File: src/rtl/dcache_consts.svh
`ifndef DCACHE_CONSTS_SVH
`define DCACHE_CONSTS_SVH

// Cache geometry
`define DC_DATA_WIDTH     32
`define DC_WORDS_PER_LINE 4
`define DC_NUM_LINES      2
`define DC_TAG_WIDTH      27

// Credits granted by memory after reset
`define DC_MEM_CREDITS    2

`endif
File: src/rtl/dcache_pkg.sv
package dcache_pkg;

    // Encoded like funct3
    typedef enum logic [2:0] {
        SIZE_BYTE = 3'b000,
        SIZE_HALF = 3'b001,
        SIZE_WORD = 3'b010
    } access_size_t;

    typedef enum logic {
        MEM_READ  = 1'b0,
        MEM_WRITE = 1'b1
    } mem_cmd_t;

    typedef enum logic [2:0] {
        ST_IDLE        = 3'd0,
        ST_LOOKUP      = 3'd1,
        ST_WRITEBACK   = 3'd2,
        ST_REFILL_REQ  = 3'd3,
        ST_REFILL_WAIT = 3'd4,
        ST_RESPOND     = 3'd5
    } ctrl_state_t;

endpackage

File: src/rtl/dcache_top.sv
`timescale 1ns/1ps
`include "dcache_consts.svh"

module dcache_top import dcache_pkg::*; (
    input  logic                                         clk,
    input  logic                                         reset,
    input  logic                                         req_valid,
    input  logic                                         req_write,
    input  logic [31:0]                                  req_addr,
    input  logic [2:0]                                   req_size,
    input  logic [`DC_DATA_WIDTH-1:0]                    req_wdata,
    output logic                                         req_ready,
    output logic                                         resp_valid,
    output logic [`DC_DATA_WIDTH-1:0]                    resp_rdata,
    output logic                                         mem_req_valid,
    output mem_cmd_t                                     mem_req_cmd,
    output logic [31:0]                                  mem_req_addr,
    output logic [`DC_WORDS_PER_LINE*`DC_DATA_WIDTH-1:0] mem_req_line,
    input  logic                                         mem_credit,
    input  logic                                         mem_resp_valid,
    input  logic [`DC_WORDS_PER_LINE*`DC_DATA_WIDTH-1:0] mem_resp_line
);

    access_size_t                    size_q;
    logic [`DC_DATA_WIDTH-1:0]       wdata_q;
    logic                            hit;
    logic                            line_dirty;
    logic [`DC_TAG_WIDTH-1:0]        line_tag;
    logic                            word_we;
    logic                            line_we;
    logic [31:0]                     lookup_addr;
    logic [`DC_DATA_WIDTH-1:0]       word_rdata;
    logic [`DC_DATA_WIDTH-1:0]       merged_word;

    always_ff @(posedge clk) begin
        if (req_valid && req_ready) begin
            size_q  <= access_size_t'(req_size); // Codes above 010 stay unsupported
            wdata_q <= req_wdata;
        end
    end

    dcache_ctrl i_dcache_ctrl (
        .clk            (clk),
        .reset          (reset),
        .req_valid      (req_valid),
        .req_write      (req_write),
        .req_addr       (req_addr),
        .req_ready      (req_ready),
        .resp_valid     (resp_valid),
        .hit            (hit),
        .line_dirty     (line_dirty),
        .line_tag       (line_tag),
        .word_we        (word_we),
        .line_we        (line_we),
        .lookup_addr    (lookup_addr),
        .mem_req_valid  (mem_req_valid),
        .mem_req_cmd    (mem_req_cmd),
        .mem_req_addr   (mem_req_addr),
        .mem_credit     (mem_credit),
        .mem_resp_valid (mem_resp_valid)
    );

    dcache_store i_dcache_store (
        .clk        (clk),
        .reset      (reset),
        .index      (lookup_addr[4]),
        .tag        (lookup_addr[31:5]),
        .offset     (lookup_addr[3:2]),
        .word_we    (word_we),
        .word_wdata (merged_word),
        .line_we    (line_we),
        .line_wdata (mem_resp_line),
        .hit        (hit),
        .line_dirty (line_dirty),
        .line_tag   (line_tag),
        .line_rdata (mem_req_line), // Writeback payload
        .word_rdata (word_rdata)
    );

    dcache_align i_dcache_align (
        .size        (size_q),
        .offset_byte (lookup_addr[1:0]),
        .old_word    (word_rdata),
        .store_data  (wdata_q),
        .load_data   (resp_rdata),
        .merged_word (merged_word)
    );

endmodule

File: src/rtl/dcache_ctrl.sv
`timescale 1ns/1ps
`include "dcache_consts.svh"

module dcache_ctrl import dcache_pkg::*; (
    input  logic                     clk,
    input  logic                     reset,
    input  logic                     req_valid,
    input  logic                     req_write,
    input  logic [31:0]              req_addr,
    output logic                     req_ready,
    output logic                     resp_valid,
    input  logic                     hit,
    input  logic                     line_dirty,
    input  logic [`DC_TAG_WIDTH-1:0] line_tag,
    output logic                     word_we,
    output logic                     line_we,
    output logic [31:0]              lookup_addr,
    output logic                     mem_req_valid,
    output mem_cmd_t                 mem_req_cmd,
    output logic [31:0]              mem_req_addr,
    input  logic                     mem_credit,
    input  logic                     mem_resp_valid
);

    localparam int CREDIT_W = $clog2(`DC_MEM_CREDITS + 1);

    ctrl_state_t         state;
    ctrl_state_t         state_nxt;
    logic [31:0]         addr_q;
    logic                write_q;
    logic [CREDIT_W-1:0] credits;
    logic                ready_q;
    logic                accept;
    logic                have_credit;

    assign accept      = req_valid && ready_q;
    assign have_credit = (credits != '0);
    assign req_ready   = ready_q;
    assign lookup_addr = addr_q;
    assign resp_valid  = (state == ST_RESPOND);
    assign word_we     = (state == ST_RESPOND) && write_q;
    assign line_we     = (state == ST_REFILL_WAIT) && mem_resp_valid;

    always_comb begin
        state_nxt     = state;
        mem_req_valid = 1'b0;
        mem_req_cmd   = MEM_READ;
        mem_req_addr  = {addr_q[31:4], 4'b0000}; // Refill line address
        case (state)
            ST_IDLE: begin
                if (accept) begin
                    state_nxt = ST_LOOKUP;
                end
            end
            ST_LOOKUP: begin
                if (hit) begin
                    state_nxt = ST_RESPOND;
                end else if (line_dirty) begin
                    state_nxt = ST_WRITEBACK;
                end else begin
                    state_nxt = ST_REFILL_REQ;
                end
            end
            ST_WRITEBACK: begin
                mem_req_cmd  = MEM_WRITE;
                mem_req_addr = {line_tag, addr_q[4], 4'b0000}; // Victim line
                if (have_credit) begin
                    mem_req_valid = 1'b1;
                    state_nxt     = ST_REFILL_REQ;
                end
            end
            ST_REFILL_REQ: begin
                if (have_credit) begin
                    mem_req_valid = 1'b1;
                    state_nxt     = ST_REFILL_WAIT;
                end
            end
            ST_REFILL_WAIT: begin
                if (mem_resp_valid) begin
                    state_nxt = ST_RESPOND;
                end
            end
            ST_RESPOND: begin
                state_nxt = ST_IDLE;
            end
            default: begin
                state_nxt = ST_IDLE;
            end
        endcase
    end

    always_ff @(posedge clk) begin
        if (reset) begin
            state   <= ST_IDLE;
            ready_q <= 1'b0;
            credits <= CREDIT_W'(`DC_MEM_CREDITS);
        end else begin
            state   <= state_nxt;
            ready_q <= (state_nxt == ST_IDLE);
            if (mem_credit && !mem_req_valid) begin
                credits <= credits + 1'b1;
            end else if (!mem_credit && mem_req_valid) begin
                credits <= credits - 1'b1;
            end
        end
    end

    // Request held until respond
    always_ff @(posedge clk) begin
        if (accept) begin
            addr_q  <= req_addr;
            write_q <= req_write;
        end
    end

endmodule

File: src/rtl/dcache_align.sv
`timescale 1ns/1ps
`include "dcache_consts.svh"

module dcache_align import dcache_pkg::*; (
    input  access_size_t              size,
    input  logic [1:0]                offset_byte,
    input  logic [`DC_DATA_WIDTH-1:0] old_word,
    input  logic [`DC_DATA_WIDTH-1:0] store_data,
    output logic [`DC_DATA_WIDTH-1:0] load_data,
    output logic [`DC_DATA_WIDTH-1:0] merged_word
);

    logic [`DC_DATA_WIDTH-1:0]   shifted_old;
    logic [`DC_DATA_WIDTH-1:0]   shifted_store;
    logic [`DC_DATA_WIDTH/8-1:0] lane_en;

    assign shifted_old   = old_word >> {offset_byte, 3'b000};
    assign shifted_store = store_data << {offset_byte, 3'b000};

    always_comb begin
        case (size)
            SIZE_BYTE: begin
                load_data = {{(`DC_DATA_WIDTH-8){1'b0}}, shifted_old[7:0]};
                lane_en   = 4'b0001 << offset_byte;
            end
            SIZE_HALF: begin
                load_data = {{(`DC_DATA_WIDTH-16){1'b0}}, shifted_old[15:0]};
                lane_en   = 4'b0011 << offset_byte;
            end
            SIZE_WORD: begin
                load_data = old_word;
                lane_en   = 4'b1111;
            end
            default: begin
                load_data = '0; // Unsupported size
                lane_en   = 4'b0000;
            end
        endcase
    end

    always_comb begin
        for (int b = 0; b < `DC_DATA_WIDTH/8; b++) begin
            merged_word[b*8 +: 8] = lane_en[b] ? shifted_store[b*8 +: 8] : old_word[b*8 +: 8];
        end
    end

endmodule

File: src/rtl/dcache_store.sv
`timescale 1ns/1ps
`include "dcache_consts.svh"

module dcache_store (
    input  logic                                         clk,
    input  logic                                         reset,
    input  logic                                         index,
    input  logic [`DC_TAG_WIDTH-1:0]                     tag,
    input  logic [1:0]                                   offset,
    input  logic                                         word_we,
    input  logic [`DC_DATA_WIDTH-1:0]                    word_wdata,
    input  logic                                         line_we,
    input  logic [`DC_WORDS_PER_LINE*`DC_DATA_WIDTH-1:0] line_wdata,
    output logic                                         hit,
    output logic                                         line_dirty,
    output logic [`DC_TAG_WIDTH-1:0]                     line_tag,
    output logic [`DC_WORDS_PER_LINE*`DC_DATA_WIDTH-1:0] line_rdata,
    output logic [`DC_DATA_WIDTH-1:0]                    word_rdata
);

    logic [`DC_DATA_WIDTH-1:0] data_arr [`DC_NUM_LINES][`DC_WORDS_PER_LINE];
    logic [`DC_TAG_WIDTH-1:0]  tag_arr  [`DC_NUM_LINES];
    logic [`DC_NUM_LINES-1:0]  valid;
    logic [`DC_NUM_LINES-1:0]  dirty;

    assign hit        = valid[index] && (tag_arr[index] == tag);
    assign line_dirty = valid[index] && dirty[index];
    assign line_tag   = tag_arr[index];
    assign word_rdata = data_arr[index][offset];

    // Word 0 sits in the low bits of the line
    always_comb begin
        for (int i = 0; i < `DC_WORDS_PER_LINE; i++) begin
            line_rdata[i*`DC_DATA_WIDTH +: `DC_DATA_WIDTH] = data_arr[index][i];
        end
    end

    always_ff @(posedge clk) begin
        if (line_we) begin
            tag_arr[index] <= tag;
            for (int i = 0; i < `DC_WORDS_PER_LINE; i++) begin
                data_arr[index][i] <= line_wdata[i*`DC_DATA_WIDTH +: `DC_DATA_WIDTH];
            end
        end
        if (word_we) begin
            data_arr[index][offset] <= word_wdata; // Overrides refill word
        end
    end

    always_ff @(posedge clk) begin
        if (reset) begin
            valid <= '0;
            dirty <= '0;
        end else begin
            if (line_we) begin
                valid[index] <= 1'b1;
                dirty[index] <= 1'b0; // Fresh line from memory
            end
            if (word_we) begin
                dirty[index] <= 1'b1;
            end
        end
    end

endmodule

File: config.mk
export PLATFORM = sky130hd
export DESIGN_NAME = dcache_top
export DESIGN_NICKNAME = d
export VERILOG_FILES = /design/src/rtl/dcache_pkg.sv /design/src/rtl/dcache_top.sv /design/src/rtl/dcache_ctrl.sv /design/src/rtl/dcache_align.sv /design/src/rtl/dcache_store.sv
export VERILOG_INCLUDE_DIRS = /design/src /design/src/rtl
export SDC_FILE = /design/constraint.sdc
export NUM_CORES = 1
export LEC_CHECK = 0
export BUFFER_PORTS_ARGS = -buffer_cell sky130_fd_sc_hd__buf_2
export CAP_MARGIN = 20
export CORE_MARGIN = 4
export CORE_UTILIZATION = 59
export CTS_CLUSTER_SIZE = 28
export DETAILED_ROUTE_END_ITERATION = 16
export PLACE_DENSITY = 0.86
export SYNTH_ARGS = -nofsm -noshare
export SYNTH_HDL_FRONTEND = slang
export SYNTH_SLANG_ARGS = --single-unit
export TNS_END_PERCENT = 10
File: constraint.sdc
create_clock -name clk -period 8.5 [get_ports clk]
set_clock_uncertainty 0.05 [all_clocks]
set_input_delay 1.275 -clock clk [delete_from_list [all_inputs] [get_ports clk]]
set_output_delay 1.275 -clock clk [all_outputs]
set_load 0.005 [all_outputs]
==> impl_metrics.csv, run 1 <==
group,metric,value,unit
yosys,syn_inst,1299,
setup_path,critPathBufInv,2,
setup_path,worstPathRequired,7.17,ns
timing,finalSetupViolCount,0,
placement,place_congestion,0.8971,
yosys,ys_ff_latch,389,
yosys,syn_avg_cell_area,14.33,sq um
run,cap_violations,0,
clock_tree,cts_resized,0,
clock_tree,holdBufCountCts,0,
clock_tree,cts.sinks,389,
setup_path,crit_fanout,94,
yosys,synth_edf_count,378,
timing,min_period,5.281,ns
routing,dr.first_iter.drc_count,1734,
timing,maxSlewHeadroom,33.04,%
die,start_util,60.37,%
pwr,vdd_ir_drop_max,194.6,uV
final_layout,layout_common_cells,"buf_2 (392), edfxtp_1 (378), mux2_2 (172)",
setup_path,r2r_slack,4.64,ns
routing,routedWlPerCell,27.68,um
setup_path,max_stage_delay,0.91,ns
clock_tree,h-tree-depth,2,
global_routing,grt-ovfl-total,0,
worst_hold_path,worstHoldEndpoint,"i_dcache_store.valid[0]$_SDFFE_PP0P_",
routing,viasPerCell,6.461,
global_routing,grt_pass1_vias,13798,
status,outcome,"finished, final reports clean",
placement,placed_area,20990,sq um
setup_path,crit_path_start_kind,"flip-flop",
global_routing,grt_start_max_net_pins,95,
yosys,synthFlopType,"edfxtp_1",
setup_path,arrival,3.96,ns
timing,fmax,0.1893,GHz
setup_path,worst_r2r_endpoint,"i_dcache_store.data_arr[1][29]$_DFFE_PP_",
final_layout,layout.nets,1879,
setup_path,worstSetupEndpointType,"primary output",
routing,drc,0,
clock_tree,clock_path_buffers,3,
setup_path,critical_path.top_delay_family,"multiplexers",
worst_hold_path,min_path_cells,2,
clock_tree,cts-root-buf,"clkbuf_16",
pwr,cellPowerDensity,236.2,nW/um^2
timing,worst_pin_slew,1.002,ns
die,pin_count,397,
final_layout,area_delta_synth_final,20.08,%
clock_tree,clk_pin_slew_worst_paths,0.06,ns
final_layout,final_common_cell,"buf_2",
yosys,yosysSeqAreaShare,62.17,%
timing,finalSetupTns,0,ns
yosys,synth_cell_type_count,57,
setup_path,crit_type,"reg2out",
pwr,p_leak,8.385,nW
timing,drv_slew,0,
final_layout,drive_gt1_share,42.76,%
yosys,yosysWarnings,0,
die,rows,64,
global_routing,busiest_layer,"met2",
placement,port_buffers,392,
final_layout,fin_cells,2109,
clock_tree,cts_buffers,41,
setup_path,reg2reg_depth,5,
yosys,synth-async-reset-ratio,0,%
worst_hold_path,hold_start,"i_dcache_store.valid[0]$_SDFFE_PP0P_",
die,die-area,34450,sq um
yosys,netlist_area,18610,sq um
setup_path,cp_slowest_cell,"dfxtp_4",
worst_hold_path,min_path_type,"reg2reg",
global_routing,grt_pass1_wl,83.59,mm
setup_path,crit_top_cell,"mux2i_1",
final_layout,fin_area,22350,sq um
routing,drtPass1Iterations,7,
clock_tree,cts_setup_buffers,0,
final_layout,fillCellCount,2027,
timing,finalHoldViolCount,0,
placement,dp_hpwl,39.95,mm
routing,finalWirelength,58.38,mm
global_routing,use_met1,40.28,%
die,core_area,30830,sq um
global_routing,grtUsageTotal,32.83,%
global_routing,use_met3,9.947,%
clock_tree,clock_latency,0.54,ns
die,fp.dieH,185.6,um
global_routing,gr-usage-met2,53.26,%
setup_path,path_cells,"buf_12, mux4_2, mux2i_1, mux2i_1, nand3_1, o221ai_1, buf_2",
die,fp.dieW,185.6,um
routing,via_count,13627,
timing,final.period_utilization,62.13,%
timing,rsz0062_at_grt,"false",
clock_tree,tritoncts,"yes",
global_routing,antenna_found_initial,18,
placement,dp_cells,2028,
routing,antenna_left,0,
==> power breakdown <==
part / internal (mW) / switching, mW
registers: 2.21 / 0.0942
logic: 0.527 / 0.701
clock network: 1.03 / 0.723
total: 3.76 / 1.52
==> worst max path at each step <==
stage | start | end | slack, ns | cells after the start
2_1_floorplan | i_dcache_ctrl.state[0]$_SDFF_PP0_ | i_dcache_store.data_arr[1][0]$_DFFE_PP_ | 4.24 | 5
3_3_place_gp | flip-flop | resp_rdata[5] | 3.91 | 7
3_5_place_dp | flip-flop | resp_rdata[5] | 3.86 | 7
4_1_cts | flip-flop | resp_rdata[5] | 3.29 | 7
5_1_grt | flip-flop | resp_rdata[10] | 3.09 | 6
6_report | flip-flop | resp_rdata[5] | 3.22 | 7
==> synth_stat cells (9+ instances only) <==
| library cell | number | area, sq um |
|---|---|---|
| a211oi_1 | 10 | 75.07 |
| a21oi_1 | 118 | 590.6 |
| buf_1 | 10 | 37.54 |
| buf_2 | 17 | 85.08 |
| clkbuf_1 | 48 | 180.2 |
| dfxtp_1 | 11 | 220.2 |
| edfxtp_1 | 378 | 11350 |
| mux2_2 | 172 | 1937 |
| mux2i_1 | 68 | 680.7 |
| mux2i_2 | 9 | 123.9 |
| mux4_2 | 49 | 1104 |
| nand2_1 | 66 | 247.7 |
| nand2b_1 | 9 | 56.30 |
| nor2_1 | 129 | 484.2 |
| nor2b_1 | 17 | 106.4 |
| nor3_1 | 14 | 70.07 |
| o21ai_0 | 46 | 230.2 |
| xnor2_1 | 28 | 245.2 |
==> tightest hold or removal path, cell delays in order, from the launching register on <==
cell	delay (ns)
dfxtp_1	0.32
inv_1	0.05
a21oi_1	0.05
==> through the flow <==
stage	util (%)	setup slack (ns)	power, mW	hold WS [ns]
finish	72.49	3.219	5.279	0.4257
global route	72.48	3.087	5.465	0.4572
CTS	72.27	3.290	5.262	0.4263
detailed placement	68.08	3.859	3.532	0.4175
global placement	67.99	3.909	3.500	0.3979
floorplan	-	4.240	3.071	0.3882
==> state kept, by name (all words and copies together), names as in the netlist, 2 cells and up, named ones only <==
| signal | flops |
|---|---|
| i_dcache_store.data_arr | 256 |
| i_dcache_store.tag_arr | 54 |
| i_dcache_ctrl.lookup_addr | 32 |
| wdata_q | 32 |
| i_dcache_ctrl.state | 3 |
| size_q | 3 |
| i_dcache_ctrl.credits | 2 |
| i_dcache_store.valid | 2 |
==> cell families (layout without fill, tap and decap cells) <==
group,after synthesis,after routing,share of synthesized area (%)
adders and majority gates,1,1,0.06722
muxes,302,302,20.90
AOI/OAI and AO/OA,218,218,6.703
xor gates and xnor gates,30,30,1.412
buffers and inverters,96,499,2.494
DFF,389,389,62.17
and+or+nand+nor,262,262,6.232
other,1,12,0.02015
==> area by class of cell <==
class / count / area (sq um) / area share [%]
diodes: 8 / 20.02 / 0.08958
clock buffers: 56 / 1135 / 5.078
clock inverters: 15 / 157.7 / 0.7054
inverters: 6 / 22.52 / 0.1008
multi-input cells: 817 / 6691 / 29.94
flip-flops and latches: 389 / 11570 / 51.79
well taps: 396 / 495.5 / 2.217
repair buffers: 422 / 2252 / 10.08
==> routing by layer <==
layer | routed length, um | up-vias
met4 | 3596 | 22
li1 | - | 5746
met3 | 7491 | 265
met2 | 27740 | 1063
met1 | 19420 | 6531
met5 | 131 | -
(Power assumes the default switching activity.)
==> inputs of run 2 (changes only) <==
CORE_UTILIZATION = 50   (was 59)
PLACE_DENSITY = 0.78   (was 0.86)
clock period = 4.24 ns   (was 8.5 ns; I/O delays follow)
==> run 2 against run 1 <==
  * Flip-flop and latch count unchanged
  * Hold slack worse by 0.21 ns
  * Sequential share of layout area is 0.86 points lower
  * Total power up 100%
  * Via count shrank 1.5%
  * Global-route usage fell by 4.4 points
  * Die area is 17% higher
  * Combinational power increased by 110%
  * Cell area up 1.7%
  * Critical path type unchanged
  * Largest cell class unchanged
  * Largest power group unchanged
==> impl_metrics.csv, run 2 (same netlist as run 1, synthesis figures left out) <==
group,metric,value,unit
routing,finalWirelength,59.07,mm
setup_path,worstPathRequired,3.55,ns
global_routing,grt_pass1_wl,86.75,mm
setup_path,crit_fanout,15,
clock_tree,cts_buffers,42,
final_layout,largest_reg_flops,256,
worst_hold_path,worstHoldEndpoint,"i_dcache_ctrl.lookup_addr[30]$_DFFE_PP_",
timing,min_period,3.969,ns
timing,maxSlewHeadroom,33.67,%
setup_path,worst_r2r_endpoint,"i_dcache_store.data_arr[1][60]$_DFFE_PP_",
final_layout,fillCellCount,2713,
final_layout,final_util,61.93,%
worst_hold_path,min_path_type,"in2reg",
setup_path,critPathBufInv,3,
die,fp.dieH,200.9,um
worst_hold_path,min_path_cells,1,
clock_tree,cts.sinks,389,
final_layout,layout.nets,1898,
clock_tree,clk_pin_slew_worst_paths,0.06,ns
die,fp.dieW,200.9,um
final_layout,area_delta_synth_final,22.12,%
placement,place_congestion,0.9201,
timing,drv_slew,0,
setup_path,worstSetupEndpointType,"primary output",
final_layout,largest-register,"i_dcache_store.data_arr",
setup_path,path_cells,"buf_4, buf_4, mux4_2, mux2i_1, o221ai_1, buf_2",
die,rows,70,
timing,fmax,0.2520,GHz
routing,dr.first_iter.drc_count,1345,
die,pin_count,397,
setup_path,cp_slowest_cell,"edfxtp_1",
timing,final.period_utilization,93.60,%
worst_hold_path,hold_start,"req_addr[30]",
timing,rsz0062_at_grt,"false",
placement,port_buffers,392,
clock_tree,cts_setup_buffers,0,
run,cap_violations,0,
final_layout,layout_common_cells,"buf_2 (392), edfxtp_1 (378), mux2_2 (172)",
final_layout,final_common_cell,"buf_2",
routing,viasPerCell,6.108,
routing,antenna_left,0,
global_routing,grtUsageTotal,28.39,%
setup_path,r2r_slack,0.90,ns
global_routing,grt_pass1_vias,13690,
setup_path,crit_type,"reg2out",
setup_path,crit_path_start_kind,"flip-flop",
setup_path,crit_top_cell,"buf_4",
final_layout,drive_gt1_share,43.29,%
routing,via_count,13426,
clock_tree,holdBufCountCts,0,
setup_path,r2r_start,"i_dcache_ctrl.lookup_addr[3]$_DFFE_PP_",
routing,drc,0,
clock_tree,cts_resized,0,
pwr,cellPowerDensity,475.6,nW/um^2
setup_path,reg2reg_depth,5,
final_layout,top_regs,"i_dcache_store.data_arr x256, i_dcache_store.tag_arr x54",
pwr,vdd_ir_drop_max,486.0,uV
clock_tree,clock_latency,0.54,ns
routing,drtPass1Iterations,5,
clock_tree,tritoncts,"yes",
placement,dp_hpwl,43.01,mm
timing,finalSetupTns,0,ns
status,outcome,"finished, final reports clean",
setup_path,critical_path.top_delay_family,"buffers and inverters",
timing,finalSetupViolCount,0,
die,start_util,50.72,%
pwr,p_leak,8.527,nW
timing,worst_pin_slew,0.9950,ns
routing,routedWlPerCell,26.88,um
global_routing,grt-ovfl-total,0,
clock_tree,h-tree-depth,2,
global_routing,antenna_found_initial,24,
clock_tree,cts-root-buf,"clkbuf_16",
die,core_area,36700,sq um
setup_path,arrival,3.28,ns
timing,finalHoldViolCount,0,
clock_tree,clock_path_buffers,3,
die,die-area,40370,sq um
setup_path,max_stage_delay,0.85,ns
global_routing,grt_start_max_net_pins,70,
run 2: cell types whose count changed in the layout (fill, tap and decap cells not counted):
cell / previous run / this run
buf_4: 26 / 37
buf_12: 2 / 9
diode_2: 8 / 2
clkinv_1: 2 / 7
clkinv_2: 7 / 4
clkbuf_16: 43 / 45
clkinvlp_4: 1 / 3
bufinv_16: 3 / 4
clkbuf_1: 12 / 11
clkbuf_8: 1 / 0
run 2: layer usage:
metal | GRT usage (%) | vias up | share of wire [%] | routed length [um]
met3 | 9.838 | 189 | 12 | 7177
met1 | 34.68 | 6535 | 35 | 20600
met2 | 46.94 | 866 | 48 | 28550
met4 | 10.69 | 44 | 4.2 | 2467
met5 | 0 | - | 0.48 | 282
li1 | - | 5792 | - | -
run 2: how the worst max path moves through the flow:
stage | from | to | cells after the start
final | i_dcache_ctrl.lookup_addr[3]$_DFFE_PP_ | resp_rdata[0] | 6
after global routing | i_dcache_ctrl.lookup_addr[3]$_DFFE_PP_ | resp_rdata[0] | 6
after CTS | i_dcache_ctrl.lookup_addr[2]$_DFFE_PP_ | resp_rdata[10] | 5
after detailed placement | i_dcache_ctrl.lookup_addr[3]$_DFFE_PP_ | resp_rdata[5] | 7
after global placement | i_dcache_ctrl.lookup_addr[3]$_DFFE_PP_ | resp_rdata[5] | 7
after floorplan | i_dcache_ctrl.state[0]$_SDFF_PP0_ | i_dcache_store.data_arr[1][32]$_DFFE_PP_ | 6
run 2: area by class of cell:
class	instances	area, sq um	share of cell area (%)
diodes	2	5.005	0.02202
clock buffers	56	1167	5.136
clock inverters	20	206.4	0.9083
inverters	6	22.52	0.09909
multi-input cells	817	6691	29.44
flip-flops and latches	389	11570	50.93
well taps	468	585.6	2.576
repair buffers	440	2475	10.89
run 2: stage by stage:
stage	hold slack (ns)	worst slack [ns]	std cells	total power, mW	instance area (sq um)
after global placement	0.3993	1.003	2117	7.117	21270
after global routing	0.2010	0.1553	2196	11.20	22720
after detailed placement	0.4130	0.9489	2118	7.166	21300
after CTS	0.1981	0.3633	2194	10.79	22680
after floorplan	0.3882	0.00006151	1302	6.157	18620
final	0.2136	0.2712	2198	10.81	22730
run 2: report_power, final:
part	total [mW]	internal, mW	leakage (nW)	switching [mW]
combinational	2.53	1.11	4.36	1.42
clock	3.67	2.18	0.660	1.49
sequential	4.61	4.43	3.50	0.185
total	10.8	7.72	8.53	3.09
